--- src/rtl/soc_defs.svh ---
// SoC memory map and sizes
`ifndef SOC_DEFS_SVH
`define SOC_DEFS_SVH

// **************************************************
// Memory map
// **************************************************

`define SOC_RAM_BYTES 32'd4096 // Shared word RAM
`define SOC_IO_BASE `SOC_RAM_BYTES // Registers start right after RAM

// Register offsets from SOC_IO_BASE
`define SOC_REG_FETCH_ADDR 32'h000
`define SOC_REG_FETCH_COUNT 32'h004
`define SOC_REG_FETCH_START 32'h008 // Write 1 to start
`define SOC_REG_CLEAR_START 32'h00C // Write 1 to start
`define SOC_REG_CLEAR_COLOR 32'h010
`define SOC_REG_BUSY 32'h02C
`define SOC_REG_BTN_BASE 32'h200 // One word per button
`define SOC_REG_CTRL_BASE 32'h400 // One word per controller bit

// **************************************************
// Inputs
// **************************************************

`define SOC_DEBOUNCE_CYCLES 16 // Hold window after a press
`define SOC_BTN_COUNT 7
`define SOC_CTRL_COUNT 12

`endif

--- src/rtl/soc_pkg.sv ---
// SoC bus and pixel types
package soc_pkg;

	// **************************************************
	// Wishbone classic
	// **************************************************

	// Master to slave
	typedef struct packed {
		logic cyc;
		logic stb;
		logic we;
		logic [31:0] adr; // Byte address
		logic [31:0] dat; // Write data
		logic [3:0] sel; // Byte lanes
	} wb_req_t;

	// Slave to master
	typedef struct packed {
		logic ack; // One cycle per access
		logic [31:0] dat; // Read data
	} wb_rsp_t;

	// **************************************************
	// Pixel stream
	// **************************************************

	// One beat toward the display side, RGB565 colour
	typedef struct packed {
		logic [15:0] data;
		logic last; // Final pixel of a job
	} pixel_t;

endpackage

--- src/rtl/pixel_fetch.sv ---
// Pixel fetch engine
`timescale 1ns/1ps

module pixel_fetch (
	input logic hdmi_pixClk,
	input logic rst_n,
	input logic fetch_start,
	input logic clear_start,
	input logic [31:0] fetch_addr,
	input logic [31:0] fetch_count,
	input logic [15:0] clear_color,
	output logic busy,
	output soc_pkg::wb_req_t bus_req,
	input soc_pkg::wb_rsp_t bus_rsp,
	output soc_pkg::pixel_t pix,
	output logic pix_valid,
	input logic pix_ready
);
	import soc_pkg::*;

	typedef enum logic [1:0] {ST_IDLE, ST_NEXT, ST_READ, ST_EMIT} state_t;

	state_t state_q;
	logic cyc_q;
	logic clear_q; // Clear job, no reads
	logic hi_pending_q; // High half of word still to send
	logic [31:0] remain_q; // Pixels left including current
	logic [31:0] addr_q;
	logic [15:0] hi_q;
	pixel_t pix_q;

	// **************************************************
	// Job FSM
	// **************************************************

	always_ff @(posedge hdmi_pixClk) begin
		if (!rst_n) begin
			state_q <= ST_IDLE;
			busy <= 1'b0;
			cyc_q <= 1'b0;
			pix_valid <= 1'b0;
			clear_q <= 1'b0;
			hi_pending_q <= 1'b0;
			remain_q <= '0;
		end else begin
			case (state_q)
				ST_IDLE: begin
					if (fetch_start || clear_start) begin
						busy <= 1'b1;
						remain_q <= fetch_count;
						clear_q <= !fetch_start;
						state_q <= ST_NEXT;
					end
				end
				ST_NEXT: begin
					if (remain_q == '0) begin
						busy <= 1'b0; // Empty job
						state_q <= ST_IDLE;
					end else if (clear_q) begin
						pix_valid <= 1'b1;
						state_q <= ST_EMIT;
					end else begin
						cyc_q <= 1'b1;
						state_q <= ST_READ;
					end
				end
				ST_READ: begin
					if (bus_rsp.ack) begin
						cyc_q <= 1'b0;
						hi_pending_q <= 1'b1;
						pix_valid <= 1'b1;
						state_q <= ST_EMIT;
					end
				end
				ST_EMIT: begin
					if (pix_ready) begin
						remain_q <= remain_q - 1'b1;
						hi_pending_q <= 1'b0;
						if (remain_q == 32'd1) begin
							pix_valid <= 1'b0;
							busy <= 1'b0;
							state_q <= ST_IDLE;
						end else if (!clear_q && !hi_pending_q) begin
							pix_valid <= 1'b0; // Word used up, next read
							cyc_q <= 1'b1;
							state_q <= ST_READ;
						end
					end
				end
				default: state_q <= ST_IDLE;
			endcase
		end
	end

	// **************************************************
	// Address and pixel data
	// **************************************************

	always_ff @(posedge hdmi_pixClk) begin
		case (state_q)
			ST_IDLE: addr_q <= {fetch_addr[31:2], 2'b00};
			ST_NEXT: pix_q <= '{data: clear_color, last: remain_q == 32'd1};
			ST_READ: begin
				if (bus_rsp.ack) begin
					addr_q <= addr_q + 32'd4;
					hi_q <= bus_rsp.dat[31:16];
					pix_q <= '{data: bus_rsp.dat[15:0], last: remain_q == 32'd1}; // Low half first
				end
			end
			ST_EMIT: begin
				if (pix_ready) begin
					if (!clear_q && hi_pending_q) begin
						pix_q.data <= hi_q;
					end
					pix_q.last <= remain_q == 32'd2;
				end
			end
			default: ;
		endcase
	end

	assign bus_req = '{cyc: cyc_q, stb: cyc_q, we: 1'b0, adr: addr_q, dat: 32'b0, sel: 4'hF};
	assign pix = pix_q;

endmodule

--- config.mk ---
export PLATFORM = sky130hd
export DESIGN_NAME = pixel_fetch
export DESIGN_NICKNAME = d
export VERILOG_FILES = /design/src/rtl/soc_defs.svh /design/src/rtl/soc_pkg.sv /design/src/rtl/pixel_fetch.sv
export SDC_FILE = /design/constraint.sdc
export NUM_CORES = 1
export LEC_CHECK = 0
export ABC_AREA = 1
export BUFFER_PORTS_ARGS = -buffer_cell sky130_fd_sc_hd__buf_4
export CAP_MARGIN = 20
export CORE_UTILIZATION = 35
export CTS_CLUSTER_SIZE = 14
export DETAILED_ROUTE_END_ITERATION = 10
export MAX_ROUTING_LAYER = met4
export SLEW_MARGIN = 20
export SYNTH_ARGS = -nofsm -noshare
export SYNTH_HDL_FRONTEND = slang
export SYNTH_SLANG_ARGS = --single-unit
--- constraint.sdc ---
create_clock -name hdmi_pixClk -period 7.05 [get_ports hdmi_pixClk]
set_input_delay 1.7625 -clock hdmi_pixClk [delete_from_list [all_inputs] [get_ports hdmi_pixClk]]
set_output_delay 1.7625 -clock hdmi_pixClk [all_outputs]
set_load 0.005 [all_outputs]
==> summary.md, run 1 <==
| Metric | Value |
|---|---|
| FMAX | `299.2 MHz` |
| Resized Gates After CTS | `0` |
| Fin area | `7935 um^2` |
| CTS clk-pin slew, worst paths | `0.07 ns` |
| Critical path launch point | `state_q[1]$_SDFFE_PN0P_` |
| Area share of the largest cell type after synthesis | `29.61%` |
| Placed cell area | `7634 um^2` |
| CP max FO | `44` |
| Post-CTS Hold Buffers | `0` |
| Reg2reg path depth | `7` |
| # Post-CTS Setup Buffers | `0` |
| Final setup violation count | `0` |
| Count leader, synth | `nand2_1` |
| Via count | `5893` |
| Area taken by flip-flops and latches | `2673 um^2` |
| Detailed Route Iter0 Violations | `333` |
| Main synth FF type | `edfxtp_1` |
| Worst VDD drop | `208.5 uV` |
| Number of remaining DRC errors | `0` |
| Final Hold Vio Count | `0` |
| DR pass1 iterations | `4` |
| Synth top area cells | `edfxtp_1 30%, nand2_1 14%, dfxtp_1 12%, nor2_1 5.8%, buf_4 5.4%` |
| R2r setup slk | `3.71 ns` |
| Unrepaired setup endpoints after global routing | `no` |
| FF+latch count, synth | `102` |
| Seq/Total Area, Yosys | `41.82%` |
| Die Y | `137.1 um` |
| Status | `complete, no violations` |
| H-tree levels | `3` |
| First-pass GRT wire length | `26690 um` |
| Power density over cell area | `419.3 nW/um^2` |
| WL/cell | `14.04 um` |
| Clock Latency Late Sink | `0.36 ns` |
| Layout Skew | `0.01016 ns` |
| Layout cells sized above 1 | `23.18%` |
| Rows | `49` |
| Count of final max-slew check failures | `0` |
| Fin crit share | `47.42%` |
| Max-Cap Viols | `0` |
| Sum Neg Setup Slack | `0 ns` |
| Number of global-route vias before repair | `5450` |
| Data required, critical path | `7.05 ns` |
| Total CTS buffers | `9` |
| Setup crit end | `addr_q[12]$_DFFE_PP_` |
| Root Buffer | `clkbuf_16` |
| Final layout net count | `1118` |
| HP Class | `register to register` |
| CP endpoint kind | `register` |
| GPL Wtd Cong | `0.8574` |
| Filler cell count | `1855` |
| Commonest cells in the netlist | `236 x nand2_1, 98 x nor2_1, 63 x edfxtp_1` |
| Initial antenna violation count | `0` |
| Port bufs | `166` |
| Die area | `18800 um^2` |
| Clock tree buffer depth | `2` |
| Initial Utilization | `35.69%` |
| Worst-Margin Slew | `0.9640 ns` |
| Tmin final | `3.343 ns` |
| GRT Overall Usage | `18.88%` |
| Core area | `17900 um^2` |
| EDFF count, synth | `63` |
| Synth warn | `0` |
| Largest net degree at the start of global routing | `56` |
| Worst reg2reg endpoint | `addr_q[12]$_DFFE_PP_` |
| Total power | `3327 uW` |
| Mapped Cells | `847` |
| Reg2reg start | `state_q[1]$_SDFFE_PN0P_` |
| Netlist Area Pre-Place | `6390 um^2` |
| Num ports | `208` |
| Relative slew slack | `35.64%` |
| Total Wirelength | `17270 um` |
| Clock sink count | `102` |
| Die width | `137.1 um` |
| Synth async-reset ratio | `0%` |
| Footprint of the multi-input gates | `3173 um^2` |
| CP Class | `register to register` |
| Synth cell types | `41` |
| Leak pwr | `0.003579 uW` |
| Synth-to-Final Area Change | `24.18%` |
| Via density | `4.791` |
| Post-DP HPWL | `12540 um` |
| Antenna viol nets, final | `0` |
| Gr ovfl total | `0` |
| Crit path DAT | `3.35 ns` |
| Post-synth top area cell | `edfxtp_1` |
| Post-Syn Area per Cell | `7.544 um^2` |
| Number of diodes | `0` |
| CP Launch Type | `register` |
| CTS tree | `done` |
final cells by class:
| class | count | area share [%] |
|---|---|---|
| tap | 229 | 3.611 |
| timing repair buffer | 169 | 15.99 |
| clock inverter | 5 | 0.7411 |
| multi-input combinational | 652 | 39.99 |
| clock buffer | 11 | 3.059 |
| sequential | 102 | 33.68 |
| inverter | 62 | 2.933 |
placed cells by master (no fill, tap or decap), drive strengths merged:
cell type,count
nand3,50
o31ai,2
a21oi,61
o221ai,1
nor4,2
and2,1
a21o,1
a211oi,2
a31oi,4
conb,39
clkbuf,11
nor2,115
o21bai,4
nor3,11
edfxtp,63
dfxtp,39
xnor2,14
bufinv,1
or2,2
nor3b,1
inv,62
buf,169
ha,4
xor2,15
o21ai,60
clkinvlp,2
nand2,250
clkinv,2
nand4,13
routing by layer:
layer	up-vias	GRT usage [%]	share of wire, %
li1	3005	-	-
met1	2679	22.53	42
met2	186	31.43	48
met3	23	3.963	7.0
met4	0	6.532	2.0
met5	-	-	0
worst max-delay path: stages (launching register included):
cell	delay, ns
dfxtp_1	0.39
inv_1	0.36
nor2_4	0.85
inv_2	0.56
nor2_1	0.26
inv_1	0.10
nand2_1	0.07
buf_4	0.38
where the power goes:
group          internal [uW]  switching (uW)
clock                    285             228
combinational            608             992
sequential               974             241
total                   1870            1460
through the flow:
| stage | hold slack [ns] | utilization, % | setup WS, ns | cells |
|---|---|---|---|---|
| floorplan | 0.4404 | - | 3.249 | 884 |
| global placement | 0.4548 | 42.64 | 3.544 | 1214 |
| detailed placement | 0.4679 | 42.64 | 3.512 | 1214 |
| CTS | 0.4771 | 44.32 | 3.607 | 1230 |
| global route | 0.5144 | 44.32 | 3.366 | 1230 |
| finish | 0.4766 | 44.32 | 3.707 | 1230 |
registers in the layout (all words and copies together) (netlist names):
signal / cells
remain_q: 32
addr_q: 30
state_q: 2
hi_q: 16
pix_valid: 1
pix: 17
busy: 1
clear_q: 1
cyc_q: 1
hi_pending_q: 1
logic make-up (layout without fill, tap and decap cells):
logic type	after synthesis	count (layout)	share of synthesized area, %
fa+ha+maj	4	4	0.7833
compound gates	135	135	11.28
flops	102	102	41.82
xor+xnor	29	29	3.975
buf+inv	130	247	10.77
other cells	2	39	0.1175
simple gates	445	445	31.25
worst min-delay path by stage:
stage,startpoint,end,cells past startpoint,slack [ns]
after floorplan,cyc_q$_SDFFE_PN0P_,cyc_q$_SDFFE_PN0P_,2,0.44
after global placement,pix_valid$_SDFFE_PN0P_,pix_valid$_SDFFE_PN0P_,2,0.45
after detailed placement,pix_valid$_SDFFE_PN0P_,pix_valid$_SDFFE_PN0P_,2,0.47
after CTS,pix_valid$_SDFFE_PN0P_,pix_valid$_SDFFE_PN0P_,2,0.48
after global routing,pix_valid$_SDFFE_PN0P_,pix_valid$_SDFFE_PN0P_,2,0.51
final,pix_valid$_SDFFE_PN0P_,pix_valid$_SDFFE_PN0P_,2,0.48
Power figures use the tool's default switching activity.
==> run 2: changes to the inputs <==
Clock period 7.05 ns to 2.9 ns, I/O delays scaled along.
==> run 2 against run 1 <==
Worst hold slack got worse by 0.0022 ns. Core utilization increased by 0.23 points. Sequential power is 140% higher. Die area unchanged. Fmax rose by 68%. Largest cell class unchanged.
==> summary.md, run 2 (synthesis results as in run 1) <==
| Metric | Value |
|---|---|
| Core area | `17900 um^2 (unchanged)` |
| Number of flip-flops in the largest register | `32 (unchanged)` |
| Leak pwr | `0.003611 uW (+0.90%)` |
| Layout Skew | `0.009566 ns (-0.0005973 ns)` |
| Post-DP HPWL | `12760 um (+1.7%)` |
| Layout cells sized above 1 | `23.34% (+0.16 points)` |
| Post-CTS Hold Buffers | `0 (unchanged)` |
| Initial antenna violation count | `0 (unchanged)` |
| Antenna viol nets, final | `0 (unchanged)` |
| CP Class | `register to register` |
| Unrepaired setup endpoints after global routing | `no` |
| Initial Utilization | `35.69% (unchanged)` |
| Dpl cells | `1220 (+0.49%)` |
| Gr ovfl total | `0 (unchanged)` |
| Area taken by flip-flops and latches | `2673 um^2 (unchanged)` |
| Fin crit share | `68.76% (+21 points)` |
| Number of remaining DRC errors | `0 (unchanged)` |
| Worst Hold Launch | `pix_valid$_SDFFE_PN0P_` |
| Footprint of the multi-input gates | `3173 um^2 (unchanged)` |
| Setup ws final | `0.9058 ns (-2.801 ns)` |
| Resized Gates After CTS | `0 (unchanged)` |
| Final core occ | `44.56% (+0.23 points)` |
| Max-Cap Viols | `0 (unchanged)` |
| WL/cell | `13.82 um (-1.6%)` |
| Data required, critical path | `3.14 ns (-3.91 ns)` |
| CP endpoint kind | `register` |
| FMAX | `501.5 MHz (+68%)` |
| Count of final max-slew check failures | `0 (unchanged)` |
| # Post-CTS Setup Buffers | `0 (unchanged)` |
| Clock tree buffer depth | `2 (unchanged)` |
| GPL Wtd Cong | `0.8784 (+2.4%)` |
| Critical path launch point | `state_q[0]$_SDFFE_PN0P_` |
| Final setup violation count | `0 (unchanged)` |
| CTS tree | `done` |
| Root Buffer | `clkbuf_16` |
| Reg2reg start | `state_q[0]$_SDFFE_PN0P_` |
| Most frequent cells in the layout | `236 x nand2_1, 175 x buf_4, 98 x nor2_1, 63 x edfxtp_1, 61 x a21oi_1` |
| Worst-Margin Slew | `0.6199 ns (-0.3441 ns)` |
| Filler cell count | `1879 (+1.3%)` |
| Total Wirelength | `17080 um (-1.1%)` |
| CP max FO | `37 (-16%)` |
| CTS clk-pin slew, worst paths | `0.07 ns (about the same)` |
| Rows | `49 (unchanged)` |
| Detailed Route Iter0 Violations | `307 (-7.8%)` |
| Largest net degree at the start of global routing | `44 (-21%)` |
| HP Class | `register to register` |
| Clock sink count | `102 (unchanged)` |
| Placement Setup Slack | `0.8904 ns (-2.622 ns)` |
| Total CTS buffers | `9 (unchanged)` |
| Final Hold Vio Count | `0 (unchanged)` |
| Most flops, register | `remain_q` |
| Die width | `137.1 um (unchanged)` |
| Worst VDD drop | `418.8 uV (+100%)` |
| Power density over cell area | `1018 nW/um^2 (+140%)` |
| Via count | `5829 (-1.1%)` |
| Die Y | `137.1 um (unchanged)` |
| H-tree levels | `3 (unchanged)` |
| GRT Overall Usage | `18.84% (-0.043 points)` |
| Status | `complete, no violations` |
| Number of diodes | `0 (unchanged)` |
| Commonest non-fill, non-tap cell in the layout | `nand2_1` |
| Relative slew slack | `58.62% (+23 points)` |
| Clock Latency Late Sink | `0.35 ns (about the same)` |
| Non-Filler Instances | `1236 (+0.49%)` |
| Crit path DAT | `2.23 ns (-1.12 ns)` |
| Sum Neg Setup Slack | `0 ns (unchanged)` |
| Port bufs | `166 (unchanged)` |
| First-pass GRT wire length | `26540 um (-0.57%)` |
| Synth-to-Final Area Change | `24.83%` |
| Die area | `18800 um^2 (unchanged)` |
| Tmin final | `1.994 ns (-1.349 ns)` |
| DR pass1 iterations | `5 (+1)` |
| Final layout net count | `1124 (+0.54%)` |
| Number of global-route vias before repair | `5338 (-2.1%)` |
| Num ports | `208 (unchanged)` |
| Via density | `4.716 (-1.6%)` |
| CP Launch Type | `register` |
[run 2: where the power goes]
part | switching [uW] | total [uW] | internal, uW
clock | 536 | 1260 | 720
sequential | 592 | 2960 | 2370
combinational | 2400 | 3910 | 1510
[run 2: path summary, 6_finish.rpt]
check | endpoint | slack (ns) | depth (start not counted)
max reg2reg | remain_q[17]$_SDFFE_PN0P_ | 0.91 | 8
min reg2reg | pix_valid$_SDFFE_PN0P_ | 0.47 | 2
max | remain_q[17]$_SDFFE_PN0P_ | 0.91 | 8
min | pix_valid$_SDFFE_PN0P_ | 0.47 | 2
[run 2: metrics by stage]
stage	instance area, um^2	hold WS (ns)	power [uW]
final	7976	0.4745	8122
after global routing	7976	0.5034	8829
after CTS	7976	0.4759	8193
after detailed placement	7679	0.4661	6914
after global placement	7679	0.4537	6874
after floorplan	6529	0.4404	5523
[run 2: per-layer routing]
metal | track usage (%) | up-vias | wire length, um
li1 | - | 3004 | -
met1 | 22.83 | 2650 | 7495
met2 | 31.48 | 156 | 8251
met3 | 4.000 | 19 | 1045
met4 | 5.250 | 0 | 291
met5 | - | - | 0
[run 2: area by class of cell]
cell class,count,share of cell area (%)
flip-flops and latches,102,33.51
clock buffers,15,3.357
clock inverters,1,0.3765
repair buffers,175,16.47
multi-input cells,652,39.78
well taps,229,3.592
inverters,62,2.918
[run 2: worst max-delay path: stages (launching register included)]
cell and delay [ns]:
dfxtp_1 0.52, nand2_4 0.32, inv_2 0.15, nand2_1 0.09, nand2_2 0.08, buf_4 0.30, o21ai_0 0.17, o21ai_0 0.19
a21oi_1 0.05
==> run 3: changes to the inputs <==
Clock period 2.9 ns to 1.65 ns, I/O delays scaled along.
==> run 3 against run 2 <==
The run now ends with negative setup slack left. Critical path depth increased by 4. Sequential power increased by 72%. Combinational power increased by 120%. Power increased by 98%. Core utilization increased by 4.2 points. Global-route usage increased by 0.74 points. Die area unchanged. Flip-flop and latch count unchanged. Critical path type unchanged. Largest power group unchanged. Highest routed layer unchanged.
==> summary.md, run 3 (synthesis results as in run 1) <==
| Metric | Value |
|---|---|
| Status | `finished with violations` |
| Failing checks | `negative setup slack` |
| Worst Hold Launch | `bus_rsp[22]` |
| CP endpoint kind | `register` |
| Rows | `49 (unchanged)` |
| Slowest cell on crit path | `edfxtp_1` |
| Num ports | `208 (unchanged)` |
| Core area | `17900 um^2 (unchanged)` |
| H-tree levels | `3 (unchanged)` |
| Reg2reg path depth | `12 (+4)` |
| Count of final max-slew check failures | `0 (unchanged)` |
| Final layout net count | `1190 (+5.9%)` |
| Port bufs | `166 (unchanged)` |
| M1 wire length | `7923 um (+5.7%)` |
| CP max FO | `6 (-84%)` |
| Highest metal used | `met4` |
| WHS Path Cells | `1 (-1)` |
| HP Class | `input port to register` |
| Dpl cells | `1273 (+4.3%)` |
| CTS tree | `done` |
| Fin crit share | `106.8% (+38 points)` |
| Worst hold endpoint | `hi_q[6]$_DFFE_PP_` |
| Leak pwr | `0.003988 uW (+10%)` |
| CP Cell Sequence | `ha_2, nand2_2, inv_2, nand2_2, nor2_4, nand3_4, nor2_4, nand2_4, nor2_2, nand2_1, nand3_1, nand2_1` |
| Unrepaired setup endpoints after global routing | `yes` |
| Non-Filler Instances | `1302 (+5.3%)` |
| Post-CTS Hold Buffers | `0 (unchanged)` |
| Final Hold Vio Count | `0 (unchanged)` |
| Power density over cell area | `1837 nW/um^2 (+80%)` |
| Most flops, register | `remain_q` |
| Commonest non-fill, non-tap cell in the layout | `buf_4` |
| Die Y | `137.1 um (unchanged)` |
| Initial antenna violation count | `0 (unchanged)` |
| CP Class | `register to register` |
| Number of global-route vias before repair | `5668 (+6.2%)` |
| Via count | `6141 (+5.4%)` |
| Die width | `137.1 um (unchanged)` |
| Most frequent cells in the layout | `236 x buf_4, 230 x nand2_1, 77 x nor2_1, 63 x edfxtp_1, 60 x a21oi_1` |
| DR pass1 iterations | `4 (-1)` |
| GPL Wtd Cong | `0.8699 (-0.97%)` |
| Via density | `4.717 (about the same)` |
| Slowest stage delay, CP | `0.38 ns (-0.14 ns)` |
| Die area | `18800 um^2 (unchanged)` |
| Root Buffer | `clkbuf_16` |
| Total CTS buffers | `9 (unchanged)` |
| Worst reg2reg endpoint | `addr_q[30]$_DFFE_PP_` |
| Layout Skew | `0.008326 ns (-0.001240 ns)` |
| Reg2reg start | `addr_q[2]$_DFFE_PP_` |
| Number of diodes | `0 (unchanged)` |
| Clock sink count | `102 (unchanged)` |
| WL/cell | `13.77 um (-0.33%)` |
| Antenna viol nets, final | `0 (unchanged)` |
| Detailed Route Iter0 Violations | `246 (-20%)` |
| Gr ovfl total | `0 (unchanged)` |
| GRT Overall Usage | `19.58% (+0.74 points)` |
| Clock tree buffer depth | `2 (unchanged)` |
| Placement Setup Slack | `-0.1136 ns (-1.004 ns)` |
| Worst VDD drop | `760.1 uV (+82%)` |
| Routed wl met3 | `918 um (-12%)` |
| Top Family by Delay on Critical Path | `simple AND/OR/NAND/NOR gates` |
| Number of remaining DRC errors | `0 (unchanged)` |
| Routed wl met2 | `8718 um (+5.7%)` |
| Sum Neg Setup Slack | `-0.5790 ns (-0.5790 ns)` |
| Placed cell area | `8155 um^2 (+6.2%)` |
| Initial Utilization | `35.69% (unchanged)` |
| Data required, critical path | `1.77 ns (-1.37 ns)` |
| Post-DP HPWL | `13400 um (+5.0%)` |
| Fin area | `8731 um^2 (+9.5%)` |
| Synth-to-Final Area Change | `36.64%` |
| CP Launch Type | `register` |
| Worst-Margin Slew | `0.5654 ns (-0.05444 ns)` |
| FMAX | `567.4 MHz (+13%)` |
| Tmin final | `1.763 ns (-0.2316 ns)` |
| Crit path DAT | `1.88 ns (-0.35 ns)` |
| Worst hold margin | `0.2272 ns (-0.2472 ns)` |
| Setup ws final | `-0.1125 ns (-1.018 ns)` |
| CP bufs+invs | `1 (-1)` |
| CTS clk-pin slew, worst paths | `0.07 ns (about the same)` |
| Filler cell count | `1795 (-4.5%)` |
| Relative slew slack | `62.26% (+3.6 points)` |
| Layout cells sized above 1 | `32.90% (+9.6 points)` |
| Total Wirelength | `17940 um (+5.0%)` |
| R2r setup slk | `-0.11 ns (-1.02 ns)` |
| Final setup violation count | `12 (+12)` |
| Largest net degree at the start of global routing | `44 (unchanged)` |
| Clock Latency Late Sink | `0.36 ns (about the same)` |
| First-pass GRT wire length | `27550 um (+3.8%)` |
| Max-Cap Viols | `0 (unchanged)` |
| Number of flip-flops in the largest register | `32 (unchanged)` |
run 3: cell types whose count changed in the layout (fill, tap and decap cells not counted), sizes merged:
cell | before | now
buf | 175 | 241
bufinv | 1 | 2
clkbuf | 15 | 9
clkinv | 0 | 2
inv | 62 | 65
run 3: per-stage QoR:
stage                     utilization, %  total power, uW
after floorplan                        -             9825
after global placement             45.55            13120
after detailed placement           45.55            13200
after CTS                          47.63            15680
after global routing               48.77            17330
final                              48.77            16040
run 3: worst max path at each step:
| stage | slack, ns | depth (start not counted) | to | startpoint |
|---|---|---|---|---|
| global route | -0.24 | 12 | addr_q[30]$_DFFE_PP_ | addr_q[2]$_DFFE_PP_ |
| global placement | -0.08 | 11 | addr_q[22]$_DFFE_PP_ | addr_q[2]$_DFFE_PP_ |
| floorplan | -0.05 | 12 | addr_q[30]$_DFFE_PP_ | addr_q[2]$_DFFE_PP_ |
| CTS | -0.1 | 11 | addr_q[22]$_DFFE_PP_ | addr_q[2]$_DFFE_PP_ |
| finish | -0.11 | 12 | addr_q[30]$_DFFE_PP_ | addr_q[2]$_DFFE_PP_ |
| detailed placement | -0.11 | 11 | addr_q[22]$_DFFE_PP_ | addr_q[2]$_DFFE_PP_ |
run 3: layout make-up:
cell class	instances	area, um^2	share of cell area [%]
Sequential cell	102	2685	30.75
Clock buffer	9	225.2	2.580
Timing Repair Buffer	241	1854	21.24
Tap cell	229	286.5	3.282
Multi-Input combinational cell	652	3349	38.36
Inverter	62	235.2	2.694
Clock inverter	7	95.09	1.089
run 3: power by group:
group / total [uW] / internal (uW) / switching [uW]
Clock: 2360 / 1340 / 1020
Sequential: 5100 / 4170 / 924
Combinational: 8580 / 3710 / 4870
run 3: metal layers:
| metal | GRT usage (%) | vias to the layer above |
|---|---|---|
| met5 | - | - |
| li1 | - | 3142 |
| met4 | 7.265 | 0 |
| met1 | 23.83 | 2789 |
| met2 | 31.85 | 180 |
| met3 | 4.037 | 30 |
run 3: what timing repair did:
item,in CTS,in global routing
gates resized for setup,2,55
buffers inserted,6,7
setup endpoints to repair,13,58
pin swaps,2,13
